$ cat config.mk
export PLATFORM = sky130hd
export DESIGN_NAME = i3c_ccc_target
export DESIGN_NICKNAME = d
export VERILOG_FILES = /design/src/source/ccc_pkg.sv /design/src/source/i3c_bus_pkg.sv /design/src/source/ccc_ifs.sv /design/src/source/ccc_target_engine.sv /design/src/source/ccc_target_regs.sv /design/src/source/ddr_rx_deser.sv /design/src/source/ddr_tx_ack.sv /design/src/source/i3c_ccc_target.sv
export SDC_FILE = /design/constraint.sdc
export NUM_CORES = 1
export LEC_CHECK = 0
export BUFFER_PORTS_ARGS = -buffer_cell sky130_fd_sc_hd__buf_4
export CORE_ASPECT_RATIO = 1.25
export CORE_UTILIZATION = 45
export CTS_CLUSTER_SIZE = 14
export DETAILED_ROUTE_END_ITERATION = 10
export PLACE_DENSITY_LB_ADDON = 0.15
export SKIP_LAST_GASP = 1
export SYNTH_ARGS = -nofsm -noshare
export SYNTH_HDL_FRONTEND = slang
export SYNTH_HIERARCHICAL = 1
export SYNTH_SLANG_ARGS = --single-unit
$ cat constraint.sdc
create_clock -name i_sys_clk -period 3.7 [get_ports i_sys_clk]
set_clock_uncertainty 0.05 [all_clocks]
set_input_delay 1.11 -clock i_sys_clk [delete_from_list [all_inputs] [get_ports i_sys_clk]]
set_output_delay 1.11 -clock i_sys_clk [all_outputs]
set_load 0.02 [all_outputs]
$ cat src/source/ccc_pkg.sv
package ccc_pkg;

  typedef logic [7:0]  ccc_code_t;      // Common Command Code
  typedef logic [15:0] len_word_t;      // MWL and MRL width
  typedef logic [7:0]  evt_mask_t;      // Event enable bits

  // Broadcast codes handled by the target
  localparam ccc_code_t CCC_ENEC_BC   = 8'h00;  // Set event enables
  localparam ccc_code_t CCC_DISEC_BC  = 8'h01;  // Clear event enables
  localparam ccc_code_t CCC_SETMWL_BC = 8'h09;  // Max write length, 2 bytes
  localparam ccc_code_t CCC_SETMRL_BC = 8'h0A;  // Max read length, 2 bytes
  localparam ccc_code_t CCC_RSTACT_BC = 8'h2A;  // Reset action defining byte

  // Byte-wide register file map
  typedef enum logic [2:0] {
    REG_EVT_EN  = 3'd0,                 // Event enable mask
    REG_MWL_HI  = 3'd1,                 // MWL bits 15:8
    REG_MWL_LO  = 3'd2,                 // MWL bits 7:0
    REG_MRL_HI  = 3'd3,                 // MRL bits 15:8
    REG_MRL_LO  = 3'd4,                 // MRL bits 7:0
    REG_RST_ACT = 3'd5                  // Reset action
  } regf_addr_e;

endpackage

$ cat src/source/i3c_bus_pkg.sv
package i3c_bus_pkg;

  typedef logic [7:0] bus_byte_t;       // One deserialized bus byte
  typedef logic [1:0] preamble_t;       // Two preamble bits ahead of a word
  typedef logic [1:0] parity_t;         // Two parity bits closing a word

  // Field being deserialized
  typedef enum logic [1:0] {
    RX_PREAMBLE = 2'd0,                 // 2-bit preamble
    RX_CCC      = 2'd1,                 // Command code byte
    RX_DATA     = 2'd2,                 // Defining or data byte
    RX_PARITY   = 2'd3                  // 2-bit parity
  } rx_mode_e;

  // Transmit field kind
  typedef enum logic [0:0] {
    TX_ONE_PREAMBLE = 1'b0              // Single ACK/NACK preamble bit
  } tx_mode_e;

  localparam preamble_t CMD_PREAMBLE = 2'b01;  // Opens a command word

endpackage

$ cat src/source/ccc_ifs.sv
`timescale 1ns/1ps

// Engine to deserializer link
interface ccc_rx_if import i3c_bus_pkg::*; ();
  logic      rx_en;                     // Receive enable level
  rx_mode_e  rx_mode;                   // Field to deserialize
  logic      rx_done;                   // Field complete, 1-cycle pulse
  logic      rx_error;                  // Bad preamble or parity, with rx_done
  bus_byte_t rx_byte;                   // Received byte, with rx_done

  modport engine (
    output rx_en, rx_mode,
    input  rx_done, rx_error, rx_byte
  );

  modport deser (
    input  rx_en, rx_mode,
    output rx_done, rx_error, rx_byte
  );
endinterface

// Engine to register file link
interface ccc_regf_if import i3c_bus_pkg::*, ccc_pkg::*; ();
  logic       wr_en;                    // Byte write strobe
  regf_addr_e addr;                     // Target register
  bus_byte_t  wdata;                    // Write byte
  evt_mask_t  evt_en;                   // Current enables, for ENEC/DISEC masks

  modport engine (
    output wr_en, addr, wdata,
    input  evt_en
  );

  modport regs (
    input  wr_en, addr, wdata,
    output evt_en
  );
endinterface

$ cat src/source/ccc_target_engine.sv
`timescale 1ns/1ps

module ccc_target_engine import i3c_bus_pkg::*, ccc_pkg::*; (
  input  logic        i_sys_clk,
  input  logic        i_sys_rst,
  input  logic        i_engine_en,
  ccc_rx_if.engine    rx,
  ccc_regf_if.engine  regf,
  output logic        o_tx_en,          // 1-cycle ACK/NACK request
  output logic        o_tx_ack,         // Held response, 1 for ACK
  input  logic        i_tx_done,
  output logic        o_engine_done     // End of command pulse
);

  typedef enum logic [2:0] {
    IDLE, PRE_CMD, ACK, CHECK_CCC, DEF_DATA, CHECK_PARITY, COMMIT
  } state_e;

  state_e     state_q;
  ccc_code_t  code_q;                   // Latched command code
  bus_byte_t  data_q [2];               // Data bytes, MSB byte first
  logic       byte_idx_q;               // Next data slot
  logic       wr_idx_q;                 // Second write issued
  logic       two_bytes;
  logic       first_wr;
  logic       second_wr;
  logic       sel_idx;
  regf_addr_e sel_addr;
  bus_byte_t  sel_data;

  function automatic logic ccc_known(input ccc_code_t code);
    return (code == CCC_ENEC_BC)   || (code == CCC_DISEC_BC) ||
           (code == CCC_SETMWL_BC) || (code == CCC_SETMRL_BC) ||
           (code == CCC_RSTACT_BC);
  endfunction

  assign two_bytes = (code_q == CCC_SETMWL_BC) || (code_q == CCC_SETMRL_BC);
  assign first_wr  = (state_q == CHECK_PARITY) && rx.rx_done && !rx.rx_error;
  assign second_wr = (state_q == COMMIT) && two_bytes && !wr_idx_q;
  assign sel_idx   = (state_q == COMMIT);  // Second write comes from COMMIT

  // Address and byte for the write about to issue
  always_comb begin
    sel_addr = REG_EVT_EN;
    sel_data = data_q[0];
    case (code_q)
      CCC_ENEC_BC:   sel_data = regf.evt_en | data_q[0];   // Set masked bits
      CCC_DISEC_BC:  sel_data = regf.evt_en & ~data_q[0];  // Clear masked bits
      CCC_SETMWL_BC: begin
        sel_addr = sel_idx ? REG_MWL_LO : REG_MWL_HI;
        sel_data = data_q[sel_idx];
      end
      CCC_SETMRL_BC: begin
        sel_addr = sel_idx ? REG_MRL_LO : REG_MRL_HI;
        sel_data = data_q[sel_idx];
      end
      CCC_RSTACT_BC: sel_addr = REG_RST_ACT;
      default: ;
    endcase
  end

  always_ff @(posedge i_sys_clk or negedge i_sys_rst) begin
    if (!i_sys_rst) begin
      state_q       <= IDLE;
      rx.rx_en      <= 1'b0;
      rx.rx_mode    <= RX_PREAMBLE;
      o_tx_en       <= 1'b0;
      o_tx_ack      <= 1'b0;
      o_engine_done <= 1'b0;
      regf.wr_en    <= 1'b0;
      byte_idx_q    <= 1'b0;
      wr_idx_q      <= 1'b0;
    end else begin
      o_tx_en       <= 1'b0;            // Pulses by default
      o_engine_done <= 1'b0;
      regf.wr_en    <= 1'b0;
      case (state_q)
        IDLE: begin
          if (i_engine_en) begin
            rx.rx_en   <= 1'b1;
            rx.rx_mode <= RX_PREAMBLE;
            state_q    <= PRE_CMD;
          end
        end
        PRE_CMD: begin
          if (!i_engine_en) begin
            rx.rx_en <= 1'b0;
            state_q  <= IDLE;
          end else if (rx.rx_done) begin
            rx.rx_en <= 1'b0;           // Bus turns around for the ACK bit
            o_tx_en  <= 1'b1;
            o_tx_ack <= !rx.rx_error;   // NACK a foreign preamble
            state_q  <= ACK;
          end
        end
        ACK: begin
          if (i_tx_done) begin
            if (o_tx_ack) begin
              rx.rx_en   <= 1'b1;
              rx.rx_mode <= RX_CCC;
              state_q    <= CHECK_CCC;
            end else begin
              o_engine_done <= 1'b1;
              rx.rx_en      <= i_engine_en;
              rx.rx_mode    <= RX_PREAMBLE;
              state_q       <= i_engine_en ? PRE_CMD : IDLE;
            end
          end
        end
        CHECK_CCC: begin
          if (rx.rx_done) begin
            if (ccc_known(rx.rx_byte)) begin
              rx.rx_mode <= RX_DATA;
              byte_idx_q <= 1'b0;
              state_q    <= DEF_DATA;
            end else begin
              o_engine_done <= 1'b1;    // Unsupported, nothing written
              rx.rx_en      <= i_engine_en;
              rx.rx_mode    <= RX_PREAMBLE;
              state_q       <= i_engine_en ? PRE_CMD : IDLE;
            end
          end
        end
        DEF_DATA: begin
          if (rx.rx_done) begin
            if (two_bytes && !byte_idx_q) begin
              byte_idx_q <= 1'b1;       // Wait for LSB byte
            end else begin
              rx.rx_mode <= RX_PARITY;
              state_q    <= CHECK_PARITY;
            end
          end
        end
        CHECK_PARITY: begin
          if (first_wr) begin
            rx.rx_en      <= 1'b0;
            regf.wr_en    <= 1'b1;
            wr_idx_q      <= 1'b0;
            o_engine_done <= !two_bytes;  // Single write ends here
            state_q       <= COMMIT;
          end else if (rx.rx_done) begin
            o_engine_done <= 1'b1;      // Bad parity drops the command
            rx.rx_en      <= i_engine_en;
            rx.rx_mode    <= RX_PREAMBLE;
            state_q       <= i_engine_en ? PRE_CMD : IDLE;
          end
        end
        COMMIT: begin
          if (second_wr) begin
            regf.wr_en    <= 1'b1;
            wr_idx_q      <= 1'b1;
            o_engine_done <= 1'b1;      // With the last write
          end else begin
            rx.rx_en   <= i_engine_en;
            rx.rx_mode <= RX_PREAMBLE;
            state_q    <= i_engine_en ? PRE_CMD : IDLE;
          end
        end
        default: state_q <= IDLE;
      endcase
    end
  end

  // Command buffers and write payload
  always_ff @(posedge i_sys_clk) begin
    if (state_q == CHECK_CCC && rx.rx_done) begin
      code_q <= rx.rx_byte;
    end
    if (state_q == DEF_DATA && rx.rx_done) begin
      data_q[byte_idx_q] <= rx.rx_byte;
    end
    if (first_wr || second_wr) begin
      regf.addr  <= sel_addr;
      regf.wdata <= sel_data;
    end
  end

  // Registered writes line up with the COMMIT state
  a_wr_in_commit : assert property (@(posedge i_sys_clk) disable iff (!i_sys_rst)
    regf.wr_en |-> (state_q == COMMIT));

endmodule

$ cat src/source/ccc_target_regs.sv
`timescale 1ns/1ps

module ccc_target_regs import i3c_bus_pkg::*, ccc_pkg::*; #(
  parameter len_word_t P_MWL_RESET = 16'd256,
  parameter len_word_t P_MRL_RESET = 16'd256
) (
  input  logic            i_sys_clk,
  input  logic            i_sys_rst,
  ccc_regf_if.regs        regf,
  output evt_mask_t       o_evt_en,
  output len_word_t       o_mwl,
  output len_word_t       o_mrl,
  output bus_byte_t       o_rst_act
);

  evt_mask_t evt_q;                     // Events start disabled
  len_word_t mwl_q;
  len_word_t mrl_q;
  bus_byte_t rst_act_q;

  always_ff @(posedge i_sys_clk or negedge i_sys_rst) begin
    if (!i_sys_rst) begin
      evt_q     <= '0;
      mwl_q     <= P_MWL_RESET;
      mrl_q     <= P_MRL_RESET;
      rst_act_q <= '0;
    end else if (regf.wr_en) begin
      case (regf.addr)
        REG_EVT_EN:  evt_q       <= regf.wdata;
        REG_MWL_HI:  mwl_q[15:8] <= regf.wdata;
        REG_MWL_LO:  mwl_q[7:0]  <= regf.wdata;
        REG_MRL_HI:  mrl_q[15:8] <= regf.wdata;
        REG_MRL_LO:  mrl_q[7:0]  <= regf.wdata;
        REG_RST_ACT: rst_act_q   <= regf.wdata;
        default: ;                      // Unmapped, ignored
      endcase
    end
  end

  assign regf.evt_en = evt_q;           // Read back for mask updates
  assign o_evt_en    = evt_q;
  assign o_mwl       = mwl_q;
  assign o_mrl       = mrl_q;
  assign o_rst_act   = rst_act_q;

endmodule

$ cat src/source/ddr_rx_deser.sv
`timescale 1ns/1ps

module ddr_rx_deser import i3c_bus_pkg::*; (
  input  logic    i_sys_clk,
  input  logic    i_sys_rst,
  input  logic    i_sda,                // Sampled bus bit
  input  logic    i_sda_valid,          // One strobe per bit
  ccc_rx_if.deser rx
);

  logic [3:0] bit_cnt_q;                // Bits taken in current field
  bus_byte_t  shift_q;                  // Field shift register
  bus_byte_t  shift_nxt;
  parity_t    par_q;                    // Running XOR over completed bytes
  parity_t    par_exp;                  // Parity the master should send
  parity_t    byte_par;                 // Contribution of the byte now closing
  preamble_t  pre_bits;
  parity_t    par_bits;
  logic       last_bit;
  logic       done_q;
  logic       err_q;
  bus_byte_t  byte_q;

  // Bits per field for each mode
  function automatic logic [3:0] field_len(input rx_mode_e mode);
    if (mode == RX_PREAMBLE || mode == RX_PARITY) begin
      return 4'd2;
    end
    return 4'd8;
  endfunction

  assign shift_nxt = {shift_q[6:0], i_sda};  // MSB arrives first
  assign pre_bits  = shift_nxt[1:0];
  assign par_bits  = shift_nxt[1:0];
  assign byte_par  = {shift_nxt[7] ^ shift_nxt[5] ^ shift_nxt[3] ^ shift_nxt[1],
                      shift_nxt[6] ^ shift_nxt[4] ^ shift_nxt[2] ^ shift_nxt[0]};
  assign par_exp   = {par_q[1], ~par_q[0]};  // Even-bit half is inverted
  assign last_bit  = rx.rx_en && i_sda_valid &&
                     (bit_cnt_q == field_len(rx.rx_mode) - 4'd1);

  always_ff @(posedge i_sys_clk or negedge i_sys_rst) begin
    if (!i_sys_rst) begin
      bit_cnt_q <= 4'd0;
      par_q     <= '0;
      done_q    <= 1'b0;
      err_q     <= 1'b0;
    end else begin
      done_q <= last_bit;               // Done lands one cycle after last strobe
      if (!rx.rx_en) begin
        bit_cnt_q <= 4'd0;              // Idle link restarts framing
        par_q     <= '0;
      end else if (i_sda_valid) begin
        if (last_bit) begin
          bit_cnt_q <= 4'd0;
          case (rx.rx_mode)
            RX_PREAMBLE: begin
              err_q <= (pre_bits != CMD_PREAMBLE);
              par_q <= '0;              // New word, new parity
            end
            RX_PARITY: err_q <= (par_bits != par_exp);
            default: begin
              err_q <= 1'b0;
              par_q <= par_q ^ byte_par;
            end
          endcase
        end else begin
          bit_cnt_q <= bit_cnt_q + 4'd1;
        end
      end
    end
  end

  always_ff @(posedge i_sys_clk) begin
    if (rx.rx_en && i_sda_valid) begin
      shift_q <= shift_nxt;
    end
    if (last_bit) begin
      byte_q <= (field_len(rx.rx_mode) == 4'd2) ? {6'd0, shift_nxt[1:0]} : shift_nxt;
    end
  end

  assign rx.rx_done  = done_q;
  assign rx.rx_error = err_q;
  assign rx.rx_byte  = byte_q;

  // Engine holds rx_en through the done cycle of every field
  a_done_in_enable : assert property (@(posedge i_sys_clk) disable iff (!i_sys_rst)
    rx.rx_done |-> rx.rx_en);

endmodule

$ cat src/source/ddr_tx_ack.sv
`timescale 1ns/1ps

module ddr_tx_ack (
  input  logic i_sys_clk,
  input  logic i_sys_rst,
  input  logic i_tx_en,                 // 1-cycle request from engine
  input  logic i_tx_ack,                // 1 for ACK, 0 for NACK
  output logic o_tx_done,
  output logic o_sda_oe,
  output logic o_sda_out
);

  logic oe_q;                           // Bus driven this cycle
  logic nack_q;                         // Bit level, high means NACK

  always_ff @(posedge i_sys_clk or negedge i_sys_rst) begin
    if (!i_sys_rst) begin
      oe_q   <= 1'b0;
      nack_q <= 1'b1;                   // Released level
    end else begin
      oe_q <= i_tx_en;                  // Drive for exactly one cycle
      if (i_tx_en) begin
        nack_q <= ~i_tx_ack;
      end
    end
  end

  assign o_sda_oe  = oe_q;
  assign o_tx_done = oe_q;              // Done with the driven bit
  assign o_sda_out = nack_q;            // Low for ACK, high for NACK

  // Engine never requests back-to-back responses
  a_oe_one_cycle : assert property (@(posedge i_sys_clk) disable iff (!i_sys_rst)
    o_sda_oe |=> !o_sda_oe);

endmodule

$ cat src/source/i3c_ccc_target.sv
`timescale 1ns/1ps

module i3c_ccc_target import i3c_bus_pkg::*, ccc_pkg::*; #(
  parameter len_word_t P_MWL_RESET = 16'd256,
  parameter len_word_t P_MRL_RESET = 16'd256
) (
  input  logic      i_sys_clk,
  input  logic      i_sys_rst,
  input  logic      i_engine_en,
  input  logic      i_sda,
  input  logic      i_sda_valid,
  output logic      o_sda_oe,
  output logic      o_sda_out,
  output logic      o_engine_done,
  output evt_mask_t o_evt_en,
  output len_word_t o_mwl,
  output len_word_t o_mrl,
  output bus_byte_t o_rst_act
);

  logic tx_en;                          // Engine to transmitter
  logic tx_ack;
  logic tx_done;                        // Transmitter back to engine

  ccc_rx_if   rx_link ();
  ccc_regf_if regf_link ();

  ddr_rx_deser u_rx_deser (
    .i_sys_clk   (i_sys_clk),
    .i_sys_rst   (i_sys_rst),
    .i_sda       (i_sda),
    .i_sda_valid (i_sda_valid),
    .rx          (rx_link.deser)
  );

  ddr_tx_ack u_tx_ack (
    .i_sys_clk (i_sys_clk),
    .i_sys_rst (i_sys_rst),
    .i_tx_en   (tx_en),
    .i_tx_ack  (tx_ack),
    .o_tx_done (tx_done),
    .o_sda_oe  (o_sda_oe),
    .o_sda_out (o_sda_out)
  );

  ccc_target_engine u_engine (
    .i_sys_clk     (i_sys_clk),
    .i_sys_rst     (i_sys_rst),
    .i_engine_en   (i_engine_en),
    .rx            (rx_link.engine),
    .regf          (regf_link.engine),
    .o_tx_en       (tx_en),
    .o_tx_ack      (tx_ack),
    .i_tx_done     (tx_done),
    .o_engine_done (o_engine_done)
  );

  ccc_target_regs #(
    .P_MWL_RESET (P_MWL_RESET),
    .P_MRL_RESET (P_MRL_RESET)
  ) u_regs (
    .i_sys_clk (i_sys_clk),
    .i_sys_rst (i_sys_rst),
    .regf      (regf_link.regs),
    .o_evt_en  (o_evt_en),
    .o_mwl     (o_mwl),
    .o_mrl     (o_mrl),
    .o_rst_act (o_rst_act)
  );

endmodule
Word-level counts from Yosys, hierarchy flattened

Memories as Yosys holds them, arrays and structs flattened.
Index checks and enable logic that the tools add are counted.

Register bits: 104
Bits in writable memories: 16
Input port bits: 5
Memories: 1

$add $sub $neg: 2
Equality and inequality tests: 42
Multiplexer cells: 76
Bitwise gates (word level): 12
Reduce and logical (&&, ||, !) cells: 44

Memory list:

| name            | depth | width | rd ports | clocked after memory_dff | wr ports | RTL line                | source |
|---|---|---|---|---|---|---|---|
| u_engine.data_q | 2     | 8     | 2        | 0                        | 1        | ccc_target_engine.sv:21 | `bus_byte_t data_q [2];` |

Operators by type and width:

| kind                 | number |
|---|---|
| $mux W3              | 13 |
| $eq A8 B4 Y1 const B | 4 |
| $mux W1              | 32 |
| $mux W4              | 7 |
| $mux W2              | 13 |
| $ne A2 B2 Y1 const B | 12 |
| $pmux W8 S3          | 1 |
| $pmux W3 S7          | 1 |
| $eq A8 B1 Y1 const B | 2 |
| $eq A8 B6 Y1 const B | 2 |
| $logic_not A8 Y1     | 2 |
| $reduce_and A8 Y1    | 2 |
| $eq A3 B3 Y1 const B | 5 |
| $eq A3 B2 Y1 const B | 4 |
| $pmux W2 S6          | 1 |
| $reduce_and A2 Y1    | 6 |
| $reduce_and A3 Y1    | 4 |
| $reduce_bool A6 Y1   | 2 |
| $ne A2 B1 Y1 const B | 5 |
| $logic_and A1 B1 Y1  | 9 |
| $pmux W3 S3          | 1 |
| $reduce_and A9 Y1    | 1 |
| $and A8 B8 Y8        | 1 |
| $not A8 Y8           | 1 |
| other kinds (24)     | 45 |

Logic depth before layout (Yosys ltp)

Depth in word-level cells: 11
Depth in mapped cells: 7
Depth with buffers taken out: 6

Modules after synthesis

Netlist, hierarchy kept.

Modules (own cells, without submodules):

| module            | instances | cells each | area each (µm²) | sequential area each (µm²) |
|---|---|---|---|---|
| ccc_target_engine | 1         | 187        | 2225.9          | 1351.3 |
| ccc_target_regs   | 1         | 114        | 1895.6          | 1203.7 |
| ddr_rx_deser      | 1         | 80         | 1054.8          | 650.6 |
| ddr_tx_ack        | 1         | 5          | 72.6            | 51.3 |

Worst setup path after synthesis

No wires, ideal clock.

Path type: in2reg
Start point: in i_sda_valid
End point: reg u_rx_deser.par_q[1]
Arrival time: 2.303 ns
Required time: 3.568 ns
Slack: 1.265 ns
Stages on the path: 5
Cells stage by stage: buf_4 > nand2_1 > a2111o_1 > or4_1 > a31oi_1

Longest elaborated chain between the ends: 4
Elaborated cells between the ends (all ways): 5
Classes of those cells: 2 x eq/ne; 3 x reduce/logical

RTL lines:

| element                          | RTL line             | source |
|---|---|---|
| from (decl)                      | i3c_ccc_target.sv:11 | `input logic i_sda_valid,` |
| $logic_and A1 B1 Y1 (2 in a row) | ddr_rx_deser.sv:38   | `assign last_bit = rx.rx_en && i_sda_valid &&` |
| $ne A2 B2 Y1 (no line)           | -                    |  |
| $reduce_and A3 Y1 (no line) (*)  | -                    |  |
| to (signal assigned)             | ddr_rx_deser.sv:63   | `par_q <= par_q ^ byte_par;` |
| to (decl)                        | ddr_rx_deser.sv:14   | `parity_t par_q;` |

Mark *: on every way between the ends. The rest lies on a longest branch, timed or not.
A chain may end at the register's enable or synchronous reset.

Worst setup path in the final report

Start point: reg u_engine.rx.rx_mode[1]
End point: reg u_rx_deser.par_q[1]

Longest elaborated chain between the ends: 9
Elaborated cells between the ends (all ways): 15
Classes of those cells: 1 x add/sub; 4 x eq/ne; 6 x mux; 4 x reduce/logical

RTL lines:

| element                                                 | RTL line                               | source |
|---|---|---|
| from (decl)                                             | ccc_ifs.sv:12                          | `output rx_en, rx_mode,` |
| from (signal assigned)                                  | ccc_target_engine.sv:66                | `rx.rx_mode <= RX_PREAMBLE;` |
| from (signal assigned)                                  | ccc_target_engine.sv:81                | `rx.rx_mode <= RX_PREAMBLE;` |
| from (signal assigned)                                  | ccc_target_engine.sv:100               | `rx.rx_mode <= RX_CCC;` |
| $eq A2 B2 Y1 / $logic_not A2 Y1 (equally long branches) | ddr_rx_deser.sv:26, ddr_rx_deser.sv:55 |  |
| $logic_or A1 B1 Y1                                      | ddr_rx_deser.sv:26                     | `if (mode == RX_PREAMBLE \|\| mode == RX_PARITY) begin` |
| $mux W1                                                 | ddr_rx_deser.sv:26                     |  |
| $mux W4                                                 | ddr_rx_deser.sv:29                     | `return 4'd8;` |
| $sub A4 B1 Y4                                           | ddr_rx_deser.sv:39                     | `(bit_cnt_q == field_len(rx.rx_mode) - 4'd1);` |
| $eq A4 B4 Y1                                            | ddr_rx_deser.sv:39                     |  |
| $logic_and A1 B1 Y1                                     | ddr_rx_deser.sv:38                     |  |
| $ne A2 B2 Y1 (no line)                                  | -                                      |  |
| $reduce_and A3 Y1 (no line)                             | -                                      |  |

Parallel ways exist; a longest one is shown, timed or not. The select of a mux whose other input is x is not followed.

==> run metrics <==
outcome=finished, final reports clean; multi-input logic area=0.00183 sq mm; leakage=roughly 0.0028 uW; RSZ-0062 raised after global routing=no; Net Count, Synth=394; hold_buf cts=0; xor-xnor portion of the synthesized cell area=0.0164; CP arrival=around 2.8 ns; cell taking the most area after synthesis=dfrtp_1; Yosys warnings=6; simple-gate share of the synthesized area=0.108; initial core utilization=0.467; ys async rst share=0.583; Area Overhead vs Synth=20.4%; pwr dens=between 500 and 600 mW/mm^2; CTS Sinks=120; Cell Area, Synth=0.00525 sq mm; sequential area share after synthesis=0.621; Fillers=roughly 900; drt first pass iters=8; DRT antenna net count=0; crit end category=flop; count of flip-flops with a built-in enable after synthesis=50; clock latency on the worst-skew pair=0.40 ns; Die Y-Extent=123 um; first-pass GRT wire length=16.4 mm; routed wire length per instance=approximately 16 um; DRT iter0 DRCs=~230; largest family of logic cells by synthesized area=multiplexers; CTS tree=done; Post-CTS Resized=0; core area=0.0112 sq mm; DRC=0; Rel. slew slack=0.245; largest net degree at the start of global routing=71; crit start category=flop; Num CTS Buffers=17; WL final=9.59 mm; minimum clock period=roughly 2.5 ns; Post-Synth Adder-Cell Area=0.00715; vias in the first global route=3233; H-tree depth reported by CTS=4; placed wire-length estimate=6.71 mm; clk root buf=clkbuf_16; total grt overflow=0; number of synthesized register bits=120; fin worst setup slack=around 1.2 ns; Non-Filler Instances=588; Achievable Freq=404 MHz; Setup Buffers After CTS=0; post-synthesis mux area share=0.121; Placed Cells=~560; synth top area cells=dfrtp_1 32%, edfxtp_1 29%, mux2_2 11%; Synth Flop Type=dfrtp_1; Setup TNS=0 ns; routability cong.=0.835; Post-layout nets=448; Mapped Cells=386; proportion of layout cells with a drive suffix above 1=0.355; post-synthesis compound-gate area fraction=0.0925; IO buf count=55; Worst-Margin Slew=1.12 ns; mean area per synthesized cell=13.6 sq um; Vias/cell=between 5 and 6; Final Cycle Share=0.668; gr usage total=0.177; antenna cell count=0; Worst-path clk slew=approximately 0.06 ns; Max Slew Vio Count=0; maximum clock insertion buffer count=2; CP Max Fanout=10; kind of critical path=flop to flop; final hold vios=0; row cnt=43; pre-CTS setup slack=1.07 ns; library cells used by synthesis=63; Via Count=3222; width of the die=98.6 um; die area=roughly 0.012 sq mm; number of I/O pins=56; CP required=3.97 ns; FF/Latch Area=0.00326 sq mm; setup violators final=0; worst vdd ir=approximately 0.29 mV; max cap viols=0; initial antenna violation count=0; Synth top area share=0.319; Hold Crit Class=flop to flop
final cells by class:
cell class / count / share of cell area
sequential: 120 / 0.515
multi-input combinational: 233 / 0.289
clock buffer: 21 / 0.0814
timing repair buffer: 58 / 0.0689
tap: 135 / 0.0267
clock inverter: 11 / 0.0127
inverter: 10 / 0.00594
cells in the final DEF, fill, tap and decap left out, types with 3 or more instances in the layout:
master,Yosys,routed
nand3_1,4,4
nand2b_1,7,7
and2_1,4,4
nand4b_1,3,3
nor2b_1,4,4
mux2_2,51,51
nand3b_1,4,4
xnor2_1,7,7
nor2_1,14,14
buf_4,12,58
o22ai_1,3,3
dfrtp_1,67,67
mux2i_1,4,4
clkbuf_16,0,20
a31oi_1,3,3
a21o_1,9,9
or3_1,4,4
a21oi_1,26,26
dfstp_2,3,3
inv_4,0,3
nor3_1,3,3
nand2_1,15,15
nor4_1,3,3
ha_1,3,3
nor3b_1,4,4
o21ai_0,12,12
edfxtp_1,50,50
and2_2,6,6
inv_1,10,10
clkinv_4,0,3
power by group:
| part | total [uW] | switching, uW | internal, uW |
|---|---|---|---|
| logic | 375 | 205 | 170 |
| clock network | 1590 | 588 | 999 |
| registers | 1630 | 138 | 1490 |
cell usage after synthesis, types with 4 or more instances:
cell / number
dfrtp_1: 67
mux2_2: 51
edfxtp_1: 50
a21oi_1: 26
nand2_1: 15
nor2_1: 14
buf_4: 12
o21ai_0: 12
inv_1: 10
a21o_1: 9
nand2b_1: 7
xnor2_1: 7
and2_2: 6
buf_2: 5
and2_1: 4
clkbuf_1: 4
mux2i_1: 4
nand3_1: 4
nand3b_1: 4
nor2b_1: 4
nor3b_1: 4
or3_1: 4
registers in the layout, indices dropped and copies added (netlist names), 2 cells and up:
name	cells
u_engine/regf.wdata	8
u_rx_deser/shift_q	7
u_engine/rx.rx_mode	2
u_regs/o_evt_en	8
u_regs/o_mrl	16
u_regs/o_mwl	16
u_engine/state_q	3
u_engine/regf.addr	3
u_rx_deser/rx.rx_byte	8
u_rx_deser/par_q	2
u_engine/code_q	8
u_rx_deser/bit_cnt_q	4
u_engine/data_q	16
u_regs/o_rst_act	8
logic make-up (layout without fill, tap and decap cells):
kind of cell	after synthesis	in the layout
xor+xnor	9	9
fa+ha+maj	3	3
simple gates	91	91
flops	120	120
mux	57	57
compound gates	73	73
buf+inv	33	100
metrics by stage:
step / power (uW) / hold WS [ns] / instance area (sq um) / util
after floorplan: 1910 / 0.324 / 5250 / -
after detailed placement: 2020 / 0.336 / 5730 / 0.509
after CTS: 3620 / 0.348 / 6320 / 0.562
after global routing: 3750 / 0.358 / 6320 / 0.562
final: 3590 / 0.346 / 6320 / 0.562
after global placement: 2010 / 0.333 / 5730 / 0.509
critical path: stages, from the launching register on:
cell	delay (ns)
dfrtp_1	0.37
inv_1	0.06
ha_1	0.38
or3_1	0.40
a2111o_1	0.47
or4_1	0.49
a31oi_1	0.17
final timing paths:
check | startpoint | end | slack [ns] | cells after the start
max reg2reg | u_engine/rx.rx_mode[1]$_DFFE_PN0P_ | u_rx_deser/par_q[1]$_DFFE_PN0P_ | 1.23 | 6
max | u_engine/rx.rx_mode[1]$_DFFE_PN0P_ | u_rx_deser/par_q[1]$_DFFE_PN0P_ | 1.23 | 6
min reg2reg | u_engine/o_tx_en$_DFF_PN0_ | u_tx_ack/o_sda_oe$_DFF_PN0_ | 0.35 | 0
min | u_engine/o_tx_en$_DFF_PN0_ | u_tx_ack/o_sda_oe$_DFF_PN0_ | 0.35 | 0
min in group asynchronous | i_sys_rst | u_regs/o_mrl[14]$_DFFE_PN0P_ | 0.77 | 1
max in group asynchronous | i_sys_rst | u_engine/state_q[0]$_DFFE_PN0P_ | 2.25 | 1
metal layers:
metal	track usage	wire length, um	share of wire
met5	0	0	0
met1	0.210	4060	0.42
met4	0.0718	108	0.011
met3	0.0456	390	0.041
met2	0.308	5030	0.52
No activity file was read; power rests on OpenSTA's default activity.
